**src/logic/rs_defines.svh**
```systemverilog
`ifndef RS_DEFINES_SVH
`define RS_DEFINES_SVH

// operand word
`define RS_DATA_W 32

// row tag, {spare, bank, slot}
`define RS_TAG_W 4

// rows per functional unit
`define RS_SLOTS 4

// adder bank and multiplier bank
`define RS_BANKS 2

`endif

```
**src/logic/rs_pkg.sv**
```systemverilog
`default_nettype none

`include "rs_defines.svh"

package rs_pkg;

    localparam int SLOT_W = $clog2(`RS_SLOTS);  // slot index bits

    typedef logic [`RS_DATA_W-1:0] data_t;       // operand / result word

    // field view of a row tag
    typedef struct packed {
        logic              spare;  // always zero
        logic              bank;   // 0 adder, 1 multiplier
        logic [SLOT_W-1:0] slot;   // row inside the bank
    } row_fields_t;

    // same 4 bits, raw for compares, fields for routing
    typedef union packed {
        logic [`RS_TAG_W-1:0] raw;
        row_fields_t          f;
    } row_tag_u;

    localparam logic BANK_ADD = 1'b0;
    localparam logic BANK_MUL = 1'b1;

endpackage

`default_nettype wire

```
**src/logic/issue_select.sv**
```systemverilog
`timescale 1ns/1ps
`default_nettype none

`include "rs_defines.svh"

module issue_select (
    input  wire                              clk,
    input  wire                              reset,
    input  wire [`RS_SLOTS-1:0]              add_request,
    input  wire [`RS_SLOTS-1:0]              mul_request,
    input  wire rs_pkg::data_t [`RS_SLOTS-1:0] add_op1_vals,
    input  wire rs_pkg::data_t [`RS_SLOTS-1:0] add_op2_vals,
    input  wire rs_pkg::data_t [`RS_SLOTS-1:0] mul_op1_vals,
    input  wire rs_pkg::data_t [`RS_SLOTS-1:0] mul_op2_vals,
    output logic [`RS_SLOTS-1:0]             add_grant,
    output logic [`RS_SLOTS-1:0]             mul_grant,
    output rs_pkg::data_t                    rs1_val,
    output rs_pkg::data_t                    rs2_val,
    output rs_pkg::row_tag_u                 row,
    output logic                             calculate
);
    import rs_pkg::*;

    localparam int ROWS  = `RS_BANKS * `RS_SLOTS;
    localparam int ROW_W = $clog2(ROWS);

    logic [ROWS-1:0]   req_all;   // adder rows in the low half
    logic [ROWS-1:0]   grant_oh;
    logic [ROW_W-1:0]  pick;      // lowest requesting row
    logic              any_req;
    data_t [ROWS-1:0]  op1_all;
    data_t [ROWS-1:0]  op2_all;
    row_tag_u          pick_tag;

    assign req_all = {mul_request, add_request};
    assign op1_all = {mul_op1_vals, add_op1_vals};
    assign op2_all = {mul_op2_vals, add_op2_vals};
    assign any_req = |req_all;

    // oldest ready means lowest row number
    always_comb begin
        pick = '0;
        for (int i = ROWS - 1; i >= 0; i--) begin
            if (req_all[i]) begin
                pick = ROW_W'(i);
            end
        end
    end

    assign grant_oh  = any_req ? (ROWS'(1) << pick) : '0;
    assign add_grant = grant_oh[`RS_SLOTS-1:0];
    assign mul_grant = grant_oh[ROWS-1:`RS_SLOTS];

    always_comb begin
        pick_tag.f.spare = 1'b0;
        pick_tag.f.bank  = pick[SLOT_W];   // upper half is the multiplier
        pick_tag.f.slot  = pick[SLOT_W-1:0];
    end

    always_ff @(posedge clk) begin
        if (reset) begin
            calculate <= 1'b0;
            rs1_val   <= '0;
            rs2_val   <= '0;
            row       <= '0;
        end else begin
            calculate <= any_req;        // one pulse per granted row
            if (any_req) begin
                rs1_val <= op1_all[pick];
                rs2_val <= op2_all[pick];
                row     <= pick_tag;     // FU broadcasts this tag when done
            end
        end
    end

endmodule

`default_nettype wire

```
**src/logic/reservation_station.sv**
```systemverilog
`timescale 1ns/1ps
`default_nettype none

`include "rs_defines.svh"

module reservation_station (
    input  wire                      clk,
    input  wire                      reset,
    input  wire                      dispatch,
    input  wire                      dispatch_is_mul,
    input  wire rs_pkg::data_t       src1_value,
    input  wire rs_pkg::data_t       src2_value,
    input  wire rs_pkg::row_tag_u    src1_tag,
    input  wire rs_pkg::row_tag_u    src2_tag,
    input  wire                      src1_ready,
    input  wire                      src2_ready,
    input  wire                      add_bc_valid,
    input  wire rs_pkg::row_tag_u    add_bc_tag,
    input  wire rs_pkg::data_t       add_bc_value,
    input  wire                      mul_bc_valid,
    input  wire rs_pkg::row_tag_u    mul_bc_tag,
    input  wire rs_pkg::data_t       mul_bc_value,
    input  wire                      free_valid,
    input  wire rs_pkg::row_tag_u    free_tag,
    output rs_pkg::row_tag_u         available,
    output logic                     add_full,
    output logic                     mul_full,
    output rs_pkg::data_t            rs1_val,
    output rs_pkg::data_t            rs2_val,
    output rs_pkg::row_tag_u         row,
    output logic                     calculate
);
    import rs_pkg::*;

    logic                       add_dispatch_en;
    logic                       mul_dispatch_en;
    row_tag_u                   add_free_row;  // lowest free adder row
    row_tag_u                   mul_free_row;
    logic [`RS_SLOTS-1:0]       add_request;
    logic [`RS_SLOTS-1:0]       mul_request;
    logic [`RS_SLOTS-1:0]       add_grant;
    logic [`RS_SLOTS-1:0]       mul_grant;
    data_t [`RS_SLOTS-1:0]      add_op1_vals;
    data_t [`RS_SLOTS-1:0]      add_op2_vals;
    data_t [`RS_SLOTS-1:0]      mul_op1_vals;
    data_t [`RS_SLOTS-1:0]      mul_op2_vals;

    // steer the strobe to one bank, full check lives in the bank
    assign add_dispatch_en = dispatch && (dispatch_is_mul == BANK_ADD);
    assign mul_dispatch_en = dispatch && (dispatch_is_mul == BANK_MUL);

    assign available = (dispatch_is_mul == BANK_MUL) ? mul_free_row : add_free_row;

    station_bank #(.BANK(BANK_ADD)) u_add_bank (
        .clk          (clk),
        .reset        (reset),
        .dispatch_en  (add_dispatch_en),
        .src1_value   (src1_value),
        .src1_tag     (src1_tag),
        .src1_ready   (src1_ready),
        .src2_value   (src2_value),
        .src2_tag     (src2_tag),
        .src2_ready   (src2_ready),
        .add_bc_valid (add_bc_valid),
        .add_bc_tag   (add_bc_tag),
        .add_bc_value (add_bc_value),
        .mul_bc_valid (mul_bc_valid),
        .mul_bc_tag   (mul_bc_tag),
        .mul_bc_value (mul_bc_value),
        .free_valid   (free_valid),
        .free_tag     (free_tag),
        .grant        (add_grant),
        .free_row     (add_free_row),
        .full         (add_full),
        .request      (add_request),
        .op1_vals     (add_op1_vals),
        .op2_vals     (add_op2_vals)
    );

    station_bank #(.BANK(BANK_MUL)) u_mul_bank (
        .clk          (clk),
        .reset        (reset),
        .dispatch_en  (mul_dispatch_en),
        .src1_value   (src1_value),
        .src1_tag     (src1_tag),
        .src1_ready   (src1_ready),
        .src2_value   (src2_value),
        .src2_tag     (src2_tag),
        .src2_ready   (src2_ready),
        .add_bc_valid (add_bc_valid),
        .add_bc_tag   (add_bc_tag),
        .add_bc_value (add_bc_value),
        .mul_bc_valid (mul_bc_valid),
        .mul_bc_tag   (mul_bc_tag),
        .mul_bc_value (mul_bc_value),
        .free_valid   (free_valid),
        .free_tag     (free_tag),
        .grant        (mul_grant),
        .free_row     (mul_free_row),
        .full         (mul_full),
        .request      (mul_request),
        .op1_vals     (mul_op1_vals),
        .op2_vals     (mul_op2_vals)
    );

    // one issue per cycle across both banks
    issue_select u_issue (
        .clk          (clk),
        .reset        (reset),
        .add_request  (add_request),
        .mul_request  (mul_request),
        .add_op1_vals (add_op1_vals),
        .add_op2_vals (add_op2_vals),
        .mul_op1_vals (mul_op1_vals),
        .mul_op2_vals (mul_op2_vals),
        .add_grant    (add_grant),
        .mul_grant    (mul_grant),
        .rs1_val      (rs1_val),
        .rs2_val      (rs2_val),
        .row          (row),
        .calculate    (calculate)
    );

endmodule

`default_nettype wire

```
**src/logic/station_bank.sv**
```systemverilog
`timescale 1ns/1ps
`default_nettype none

`include "rs_defines.svh"

module station_bank #(
    parameter logic BANK = rs_pkg::BANK_ADD  // bank bit this instance answers to
) (
    input  wire                              clk,
    input  wire                              reset,
    input  wire                              dispatch_en,
    input  wire rs_pkg::data_t               src1_value,
    input  wire rs_pkg::row_tag_u            src1_tag,
    input  wire                              src1_ready,
    input  wire rs_pkg::data_t               src2_value,
    input  wire rs_pkg::row_tag_u            src2_tag,
    input  wire                              src2_ready,
    input  wire                              add_bc_valid,
    input  wire rs_pkg::row_tag_u            add_bc_tag,
    input  wire rs_pkg::data_t               add_bc_value,
    input  wire                              mul_bc_valid,
    input  wire rs_pkg::row_tag_u            mul_bc_tag,
    input  wire rs_pkg::data_t               mul_bc_value,
    input  wire                              free_valid,
    input  wire rs_pkg::row_tag_u            free_tag,
    input  wire [`RS_SLOTS-1:0]              grant,
    output rs_pkg::row_tag_u                 free_row,
    output logic                             full,
    output logic [`RS_SLOTS-1:0]             request,
    output rs_pkg::data_t [`RS_SLOTS-1:0]    op1_vals,
    output rs_pkg::data_t [`RS_SLOTS-1:0]    op2_vals
);
    import rs_pkg::*;

    logic [`RS_SLOTS-1:0]     busy;       // row holds an instruction
    logic [`RS_SLOTS-1:0]     issued;     // sent to the FU, waiting on free
    logic [`RS_SLOTS-1:0]     op1_valid;
    logic [`RS_SLOTS-1:0]     op2_valid;
    row_tag_u [`RS_SLOTS-1:0] op1_tag;    // producer row while waiting
    row_tag_u [`RS_SLOTS-1:0] op2_tag;

    logic [SLOT_W-1:0]        free_slot;
    logic [`RS_SLOTS-1:0]     alloc;      // one-hot row write
    logic [`RS_SLOTS-1:0]     free_hit;
    logic [`RS_SLOTS-1:0]     add_hit1;   // waiting op1 sees adder result
    logic [`RS_SLOTS-1:0]     mul_hit1;
    logic [`RS_SLOTS-1:0]     add_hit2;
    logic [`RS_SLOTS-1:0]     mul_hit2;

    logic                     src1_add_hit;
    logic                     src1_mul_hit;
    logic                     src2_add_hit;
    logic                     src2_mul_hit;
    logic                     src1_now;   // op1 valid at write
    logic                     src2_now;
    data_t                    src1_data;
    data_t                    src2_data;

    function automatic logic tag_hit(input logic bc_valid, input row_tag_u bc_tag,
                                     input row_tag_u tag);
        return bc_valid && (bc_tag.raw == tag.raw);
    endfunction

    // scan top down so the lowest free row is left standing
    always_comb begin
        free_slot = '0;
        for (int i = `RS_SLOTS - 1; i >= 0; i--) begin
            if (!busy[i]) begin
                free_slot = SLOT_W'(i);
            end
        end
    end

    assign full = &busy;

    always_comb begin
        free_row.f.spare = 1'b0;
        free_row.f.bank  = BANK;
        free_row.f.slot  = free_slot;  // meaningless while full
    end

    always_comb begin
        for (int i = 0; i < `RS_SLOTS; i++) begin
            alloc[i]    = dispatch_en && !full && (free_slot == SLOT_W'(i));
            free_hit[i] = free_valid && (free_tag.f.bank == BANK)
                          && (free_tag.f.slot == SLOT_W'(i));
            // only waiting operands of live rows snoop
            add_hit1[i] = busy[i] && !op1_valid[i]
                          && tag_hit(add_bc_valid, add_bc_tag, op1_tag[i]);
            mul_hit1[i] = busy[i] && !op1_valid[i]
                          && tag_hit(mul_bc_valid, mul_bc_tag, op1_tag[i]);
            add_hit2[i] = busy[i] && !op2_valid[i]
                          && tag_hit(add_bc_valid, add_bc_tag, op2_tag[i]);
            mul_hit2[i] = busy[i] && !op2_valid[i]
                          && tag_hit(mul_bc_valid, mul_bc_tag, op2_tag[i]);
        end
    end

    // dispatch-cycle capture, adder result first
    assign src1_add_hit = tag_hit(add_bc_valid, add_bc_tag, src1_tag);
    assign src1_mul_hit = tag_hit(mul_bc_valid, mul_bc_tag, src1_tag);
    assign src2_add_hit = tag_hit(add_bc_valid, add_bc_tag, src2_tag);
    assign src2_mul_hit = tag_hit(mul_bc_valid, mul_bc_tag, src2_tag);

    assign src1_now  = src1_ready || src1_add_hit || src1_mul_hit;
    assign src2_now  = src2_ready || src2_add_hit || src2_mul_hit;
    assign src1_data = src1_ready ? src1_value : (src1_add_hit ? add_bc_value : mul_bc_value);
    assign src2_data = src2_ready ? src2_value : (src2_add_hit ? add_bc_value : mul_bc_value);

    assign request = busy & op1_valid & op2_valid & ~issued;  // ready, not yet sent

    always_ff @(posedge clk) begin
        if (reset) begin
            busy      <= '0;
            issued    <= '0;
            op1_valid <= '0;
            op2_valid <= '0;
        end else begin
            for (int i = 0; i < `RS_SLOTS; i++) begin
                if (alloc[i]) begin
                    busy[i]      <= 1'b1;
                    issued[i]    <= 1'b0;
                    op1_valid[i] <= src1_now;
                    op2_valid[i] <= src2_now;
                end else begin
                    if (add_hit1[i] || mul_hit1[i]) begin
                        op1_valid[i] <= 1'b1;
                    end
                    if (add_hit2[i] || mul_hit2[i]) begin
                        op2_valid[i] <= 1'b1;
                    end
                    if (grant[i]) begin
                        issued[i] <= 1'b1;
                    end
                end
                // FU done with this row
                if (free_hit[i]) begin
                    busy[i]      <= 1'b0;
                    issued[i]    <= 1'b0;
                    op1_valid[i] <= 1'b0;
                    op2_valid[i] <= 1'b0;
                end
            end
        end
    end

    // operand values and producer tags
    always_ff @(posedge clk) begin
        for (int i = 0; i < `RS_SLOTS; i++) begin
            if (alloc[i]) begin
                op1_vals[i] <= src1_data;
                op2_vals[i] <= src2_data;
                op1_tag[i]  <= src1_tag;
                op2_tag[i]  <= src2_tag;
            end else begin
                if (add_hit1[i]) begin
                    op1_vals[i] <= add_bc_value;
                end else if (mul_hit1[i]) begin
                    op1_vals[i] <= mul_bc_value;
                end
                if (add_hit2[i]) begin
                    op2_vals[i] <= add_bc_value;
                end else if (mul_hit2[i]) begin
                    op2_vals[i] <= mul_bc_value;
                end
            end
        end
    end

endmodule

`default_nettype wire

```
**config.mk**
```make
export PLATFORM = sky130hd
export DESIGN_NAME = reservation_station
export DESIGN_NICKNAME = d
export VERILOG_FILES = /design/src/logic/rs_pkg.sv /design/src/logic/issue_select.sv /design/src/logic/reservation_station.sv /design/src/logic/station_bank.sv
export VERILOG_INCLUDE_DIRS = /design/src /design/src/logic
export SDC_FILE = /design/constraint.sdc
export NUM_CORES = 2
export LEC_CHECK = 0
export BUFFER_PORTS_ARGS = -buffer_cell sky130_fd_sc_hd__buf_2
export CAP_MARGIN = 0
export CELL_PAD_IN_SITES_DETAIL_PLACEMENT = 1
export CELL_PAD_IN_SITES_GLOBAL_PLACEMENT = 1
export CORE_ASPECT_RATIO = 1.5
export CORE_MARGIN = 4
export CORE_UTILIZATION = 49
export CTS_CLUSTER_SIZE = 20
export DETAILED_ROUTE_END_ITERATION = 8
export PLACE_DENSITY_LB_ADDON = 0.2
export SYNTH_ARGS = -nofsm -noshare
export SYNTH_HDL_FRONTEND = slang
export SYNTH_SLANG_ARGS = --single-unit
```
**constraint.sdc**
```tcl
create_clock -name clk -period 3.75 [get_ports clk]
set_input_delay 0.375 -clock clk [delete_from_list [all_inputs] [get_ports clk]]
set_output_delay 0.375 -clock clk [all_outputs]
set_load 0.05 [all_outputs]
```
## Word level (Yosys, flattened, before mapping)

Cells that the tools add are included.

| cells by class | value |
|---|---|
| $lt $le $gt $ge | 1 |
| equal/unequal tests | 45 |
| shift operators | 1 |
| multiplexer cells | 106 |
| bitwise gates (word level) | 10 |
| reductions and logical operators | 198 |

Operators by type and width:

| operator | count |
|---|---|
| 2-to-1 mux 32 bit | 54 |
| binary-select mux 32 bit (select 3 bit) | 2 |
| == test 4 bit | 36 |
| logical AND 1 bit | 106 |
| nonzero test 3 bit | 16 |
| 2-to-1 mux 1 bit | 32 |
| nonzero test 2 bit | 16 |
| 2-to-1 mux 3 bit | 9 |
| bitwise AND 4 bit | 6 |
| OR reduction 3 bit | 8 |
| logical OR 1 bit | 20 |
| zero test 1 bit | 18 |
| 2-to-1 mux 2 bit | 8 |
| OR reduction 2 bit | 8 |
| == test 2 bit, second input constant | 6 |
| 2-to-1 mux 8 bit | 1 |
| NOT 4 bit | 2 |
| AND reduction 4 bit | 2 |
| OR reduction 8 bit | 1 |
| << shifter 1 x 3 -> 8 bit, first input constant | 1 |
| == test 2 x 1 -> 1 bit, second input constant | 3 |
| zero test 2 bit | 3 |
| < comparator 3 x 4 -> 1 bit, second input constant | 1 |
| NOT 1 bit | 2 |

| word-level totals | value |
|---|---|
| register bits | 676 |
| input port bits | 157 |
| output and inout bits | 75 |
| logic and storage cells | 429 |

## Depth between registers and ports, before layout

| depth | value |
|---|---|
| word-level depth | 13 |
| gate-level depth with buffers | 10 |
| depth with buffers taken out | 6 |

## By module

From an unflattened synthesis, not the netlist that was laid out.

| second synthesis, totals | value |
|---|---|
| cell total of the unflattened synthesis | 3660 |
| area total of the unflattened synthesis | 40183.5 um2 |

Modules (own cells, without submodules):

| module | times used | cells each | area each (um2) | sequential area each (um2) |
|---|---|---|---|---|
| station_bank (u_add_bank) | 1 | 1619 | 17464.2 | 8968.6 |
| station_bank (u_mul_bank) | 1 | 1367 | 16771.1 | 8968.6 |
| issue_select | 1 | 668 | 5886.9 | 1361.3 |
| reservation_station | 1 | 6 | 61.3 | 0.0 |

## Worst setup path after synthesis

OpenSTA, ideal clock, no wires.

| timing path | value |
|---|---|
| kind | in2reg |
| start | input mul_bc_tag[0] in the netlist's numbering |
| end | register u_add_bank.op1_vals[0] in the netlist's numbering, enable pin |
| setup time | 0.567 ns |
| arrival time | 2.288 ns |
| required time | 3.183 ns |
| path slack | 0.894 ns |
| stages | 6 |
| buffers on the path | 2 |
| cell sequence | clkbuf_1 clkbuf_1 xor2_1 nor3_1 nand4_1 nand3_1 |

| on the way | value |
|---|---|
| word-level cells in the longest chain between the ends | 4 |

Ends and longest elaborated chain:

| element | RTL line | source |
|---|---|---|
| start, declared | reservation_station.sv:21 | `input wire rs_pkg::row_tag_u mul_bc_tag,` |
| == test 4 bit | station_bank.sv:61 | `return bc_valid && (bc_tag.raw == tag.raw);` |
| logical AND 1 bit | station_bank.sv:61 |  |
| logical AND 1 bit | station_bank.sv:91 | `&& tag_hit(mul_bc_valid, mul_bc_tag, op1_tag[i]);` |
| nonzero test 3 bit (no line) | n/a |  |
| end signal, assigned by index | station_bank.sv:151 | `op1_vals[i] <= src1_data;` |
| end signal, assigned by index | station_bank.sv:157 | `op1_vals[i] <= add_bc_value;` |
| end signal, assigned by index | station_bank.sv:159 | `op1_vals[i] <= mul_bc_value;` |
| end, declared | station_bank.sv:30 | `` output rs_pkg::data_t [`RS_SLOTS-1:0] op1_vals, `` |

Every way passes these cells.
A chain may end at the register's enable or synchronous reset.

## Final worst setup path

| timing path | value |
|---|---|
| start | register u_mul_bank.busy[3] |
| end | register u_issue.rs1_val[26] |

| on the way | value |
|---|---|
| word-level cells in the longest chain between the ends | 13 |
| elaborated cells between the ends (all ways) | 14 |
| those cells by class | mux: 10; bitwise: 3; reduce/logical: 1 |

Ends and longest elaborated chain:

| element | RTL line | source |
|---|---|---|
| start, declared | station_bank.sv:35 | `` logic [`RS_SLOTS-1:0] busy; `` |
| start signal, assigned | station_bank.sv:114 | `busy <= '0;` |
| start signal, assigned by index | station_bank.sv:121 | `busy[i] <= 1'b1;` |
| start signal, assigned by index | station_bank.sv:138 | `busy[i] <= 1'b0;` |
| bitwise AND 4 bit (*) (3 in a row) | station_bank.sv:110 | `assign request = busy & op1_valid & op2_valid & ~issued;` |
| 2-to-1 mux 3 bit (8 in a row) | issue_select.sv:44 | `if (req_all[i]) begin` |
| binary-select mux 32 bit (select 3 bit) | issue_select.sv:69 | `rs1_val <= op1_all[pick];` |
| 2-to-1 mux 32 bit (implied by the code) | issue_select.sv:69 |  |
| end signal, assigned | issue_select.sv:69 |  |
| end, declared | issue_select.sv:17 | `output rs_pkg::data_t rs1_val,` |

Every way passes the cells marked *; elsewhere a longest branch is shown, timed or not. The select of a mux whose other input is x is not followed.

==> results.cfg <==
[yosys]
ys_seq_area_frac = 0.488
synth-xor-area-share = 0.0319
ys.flop_type = edfxtp_1
synth-adder-area-share = 0
synth_edf_count = 576
synth.distinct_cells = 58
synth_compound_area_frac = 0.168
async_reset_ff_frac = 0
yosys.area_share.simple = 0.132
netlist_area_mm2 = 0.0395
synth_mux_area_frac = 0.130
yosysWarnings = 0
synth_top_family_by_area = compound AO/OA/AOI/OAI gates
avgSynthCellArea_um2 = 9.78
ys_ff_latch = 676
synth_cells = 4040

[detailed_routing]
wire_per_inst_um = 33.3
drtAntennaViolNets = 0
vias_per_cell = 7.03
detail_route.first_pass.iterations = 5
num_vias = 36233
routed_wl_um = 172000
drc = 0
drt_iter0_markers = 4210

[final_layout]
area_delta_synth_final_pct = 12.1
drive_gt1_frac = 0.153
fin_util = 0.554
fillers = 8831
nets = 4216
multi_input_comb_area_mm2 = 0.0184
fin_area_mm2 = 0.0443
ff_latch_area_mm2 = 0.0193

[power_and_ir_drop]
p_per_area_mw_per_mm2 = 392
finalPower_mw = 17.3
total_leakage_power_nw = 18.2
vdd_drop_max_mv = 0.374

[worst_hold_path]
min_from = src2_tag[0]
hold_path.class = input pin to flop

[setup_path]
crit_buf_inv = 1
r2r_start = u_mul_bank.busy[3]$_SDFFE_PP0P_
cp-start-kind = flop
worst-setup-path-type = flop to flop
critPathCaptureType = flop
critPathMaxStageDelay_ns = 0.79
cp_cell_sequence = and4b_1 -> o211ai_1 -> a21o_2 -> nor2_4 -> buf_12 -> a22oi_1 -> o221ai_1
cp_top_family = simple AND/OR/NAND/NOR gates
worst_ep_required_time_ns = 4.28
crit_path_start = u_mul_bank.busy[3]$_SDFFE_PP0P_
cpMaxStageDelayCell = nor2_4
cp_max_fo = 31
arrival_ns = 3.78

[clock_tree]
cts_setup_buffers = 0
cts_buffers = 71
clock_latency_ns = 0.64
clk_pin_slew_worst_paths_ns = 0.07
cts.path.max_buffers = 3
cts.repair.resized = 0
cts_tree = done
cts_hold_buffers = 0
cts_root_buf = clkbuf_16
cts.sinks = 676
cts_htree_levels = 3

[sta]
slew_headroom = 0.136
clock_skew_ns = 0.0280
rsz0062_at_grt = no
setup_viol = 0
finalCriticalPeriod_ns = 3.26
worst_slew_pin_slew_ns = 1.29
fmax_ghz = 0.307
hold_violations = 0
report.final.slew_viol_count = 0
holdWs_ns = 0.141
fin_crit_sh = 0.868
fin_tns_setup_ns = 0

[floorplanning]
io_pins = 232
die_h_um = 356
die_area_mm2 = 0.0853
fp-row-count = 127
die_x_um = 240
initial_core_util = 0.494
core_mm2 = 0.0799

[placement]
gp_congestion = 0.865
port-buffer-count = 228
hpwl_um = 101000
placed_cell_area_mm2 = 0.0421

[outcome]
status = complete, no violations

[global_routing]
grt_pass1_wl_um = 246000
grt_pass1_vias = 37096
overflow = 0
antenna_found_initial = 9
grt_max_degree = 132
grt_usage = 0.391

[job]
maxCapViolations = 0
-- kinds of logic after synthesis --
kind of cell           count (synthesis)
flip-flops                           676
XOR/XNOR                             144
other                                  1
AND/OR/NAND/NOR                     1135
multiplexers                         513
buffers and inverters                493
AO/OA/AOI/OAI                       1078
-- final cells by class --
cell class,count,area share
clock buffers,103,0.0447
clock inverters,20,0.00494
diodes,10,0.000565
repair buffers,412,0.0663
multi-input cells,2872,0.416
inverters,26,0.00263
well taps,1032,0.0292
flip-flops and latches,676,0.436
-- through the flow --
step,cells,setup slack (ns)
CTS,5141,0.574
detailed placement,5018,0.604
finish,5151,0.493
global route,5144,0.404
floorplan,4041,0.894
global placement,5018,0.708
-- synth_stat cells (8+ instances only) --
master,n,area (µm²)
xnor2_1,106,928
a221oi_1,32,280
buf_2,60,300
nand3_1,117,586
a222oi_1,18,180
o21ai_0,611,3060
or2_2,26,163
edfxtp_1,576,17300
o221ai_1,24,210
and4b_1,8,80.1
xor2_1,38,333
and3_1,129,807
a2111oi_0,46,403
o22ai_1,9,56.3
nand4_1,44,275
o32ai_1,9,78.8
nor3b_1,24,180
a21oi_1,66,330
mux2i_1,513,5130
a31o_2,49,429
nand2_1,570,2140
a211oi_1,41,308
o21bai_1,22,165
nor3_1,47,235
nand4b_1,8,70.1
nor2_1,147,552
dfxtp_1,100,2000
a22oi_1,48,360
inv_1,24,90.1
a31oi_1,64,400
clkbuf_1,352,1320
buf_1,44,165
-- power by group --
part           switching (mW)  internal (mW)
clock network            3.12           4.01
registers              0.0568           8.33
logic                    1.29          0.535
-- final timing paths --
path                                                          to  cells past startpoint  slack, ns
worst max-delay path            u_issue.rs1_val[26]$_SDFFE_PP0P_                      7       0.49
worst min-delay path             u_mul_bank.op2_tag[0]$_DFFE_PP_                      1       0.14
worst max register to register  u_issue.rs1_val[26]$_SDFFE_PP0P_                      7       0.49
worst min register to register       u_issue.row[1]$_SDFFE_PP0P_                      2       0.50
-- state kept, by name (all words and copies together), names as in the netlist, 16 cells and up --
register and cells:
u_add_bank.op1_tag 16, u_add_bank.op1_vals 128, u_add_bank.op2_tag 16, u_add_bank.op2_vals 128, u_issue.rs1_val 32, u_issue.rs2_val 32, u_mul_bank.op1_tag 16, u_mul_bank.op1_vals 128
u_mul_bank.op2_tag 16, u_mul_bank.op2_vals 128
-- layer usage --
| layer | global-route usage | part of all wire | up-vias |
|---|---|---|---|
| met2 | 0.642 | 0.47 | 2395 |
| met1 | 0.471 | 0.35 | 18132 |
| met3 | 0.0781 | 0.10 | 741 |
| met5 | 0 | 0.000082 | - |
| li1 | - | - | 14963 |
| met4 | 0.247 | 0.073 | 2 |
-- cells in the final DEF, fill, tap and decap left out, types with 48 or more instances in the layout --
cell type	instances
a31oi_1	64
clkbuf_16	73
nand3_1	101
dfxtp_1	100
xnor2_1	106
o21ai_0	611
and3_1	127
a31o_2	49
nor2_1	141
buf_4	152
mux2i_1	513
buf_2	227
nand2_1	568
a21oi_1	64
a22oi_1	48
edfxtp_1	576
(Power assumes the default switching activity.)
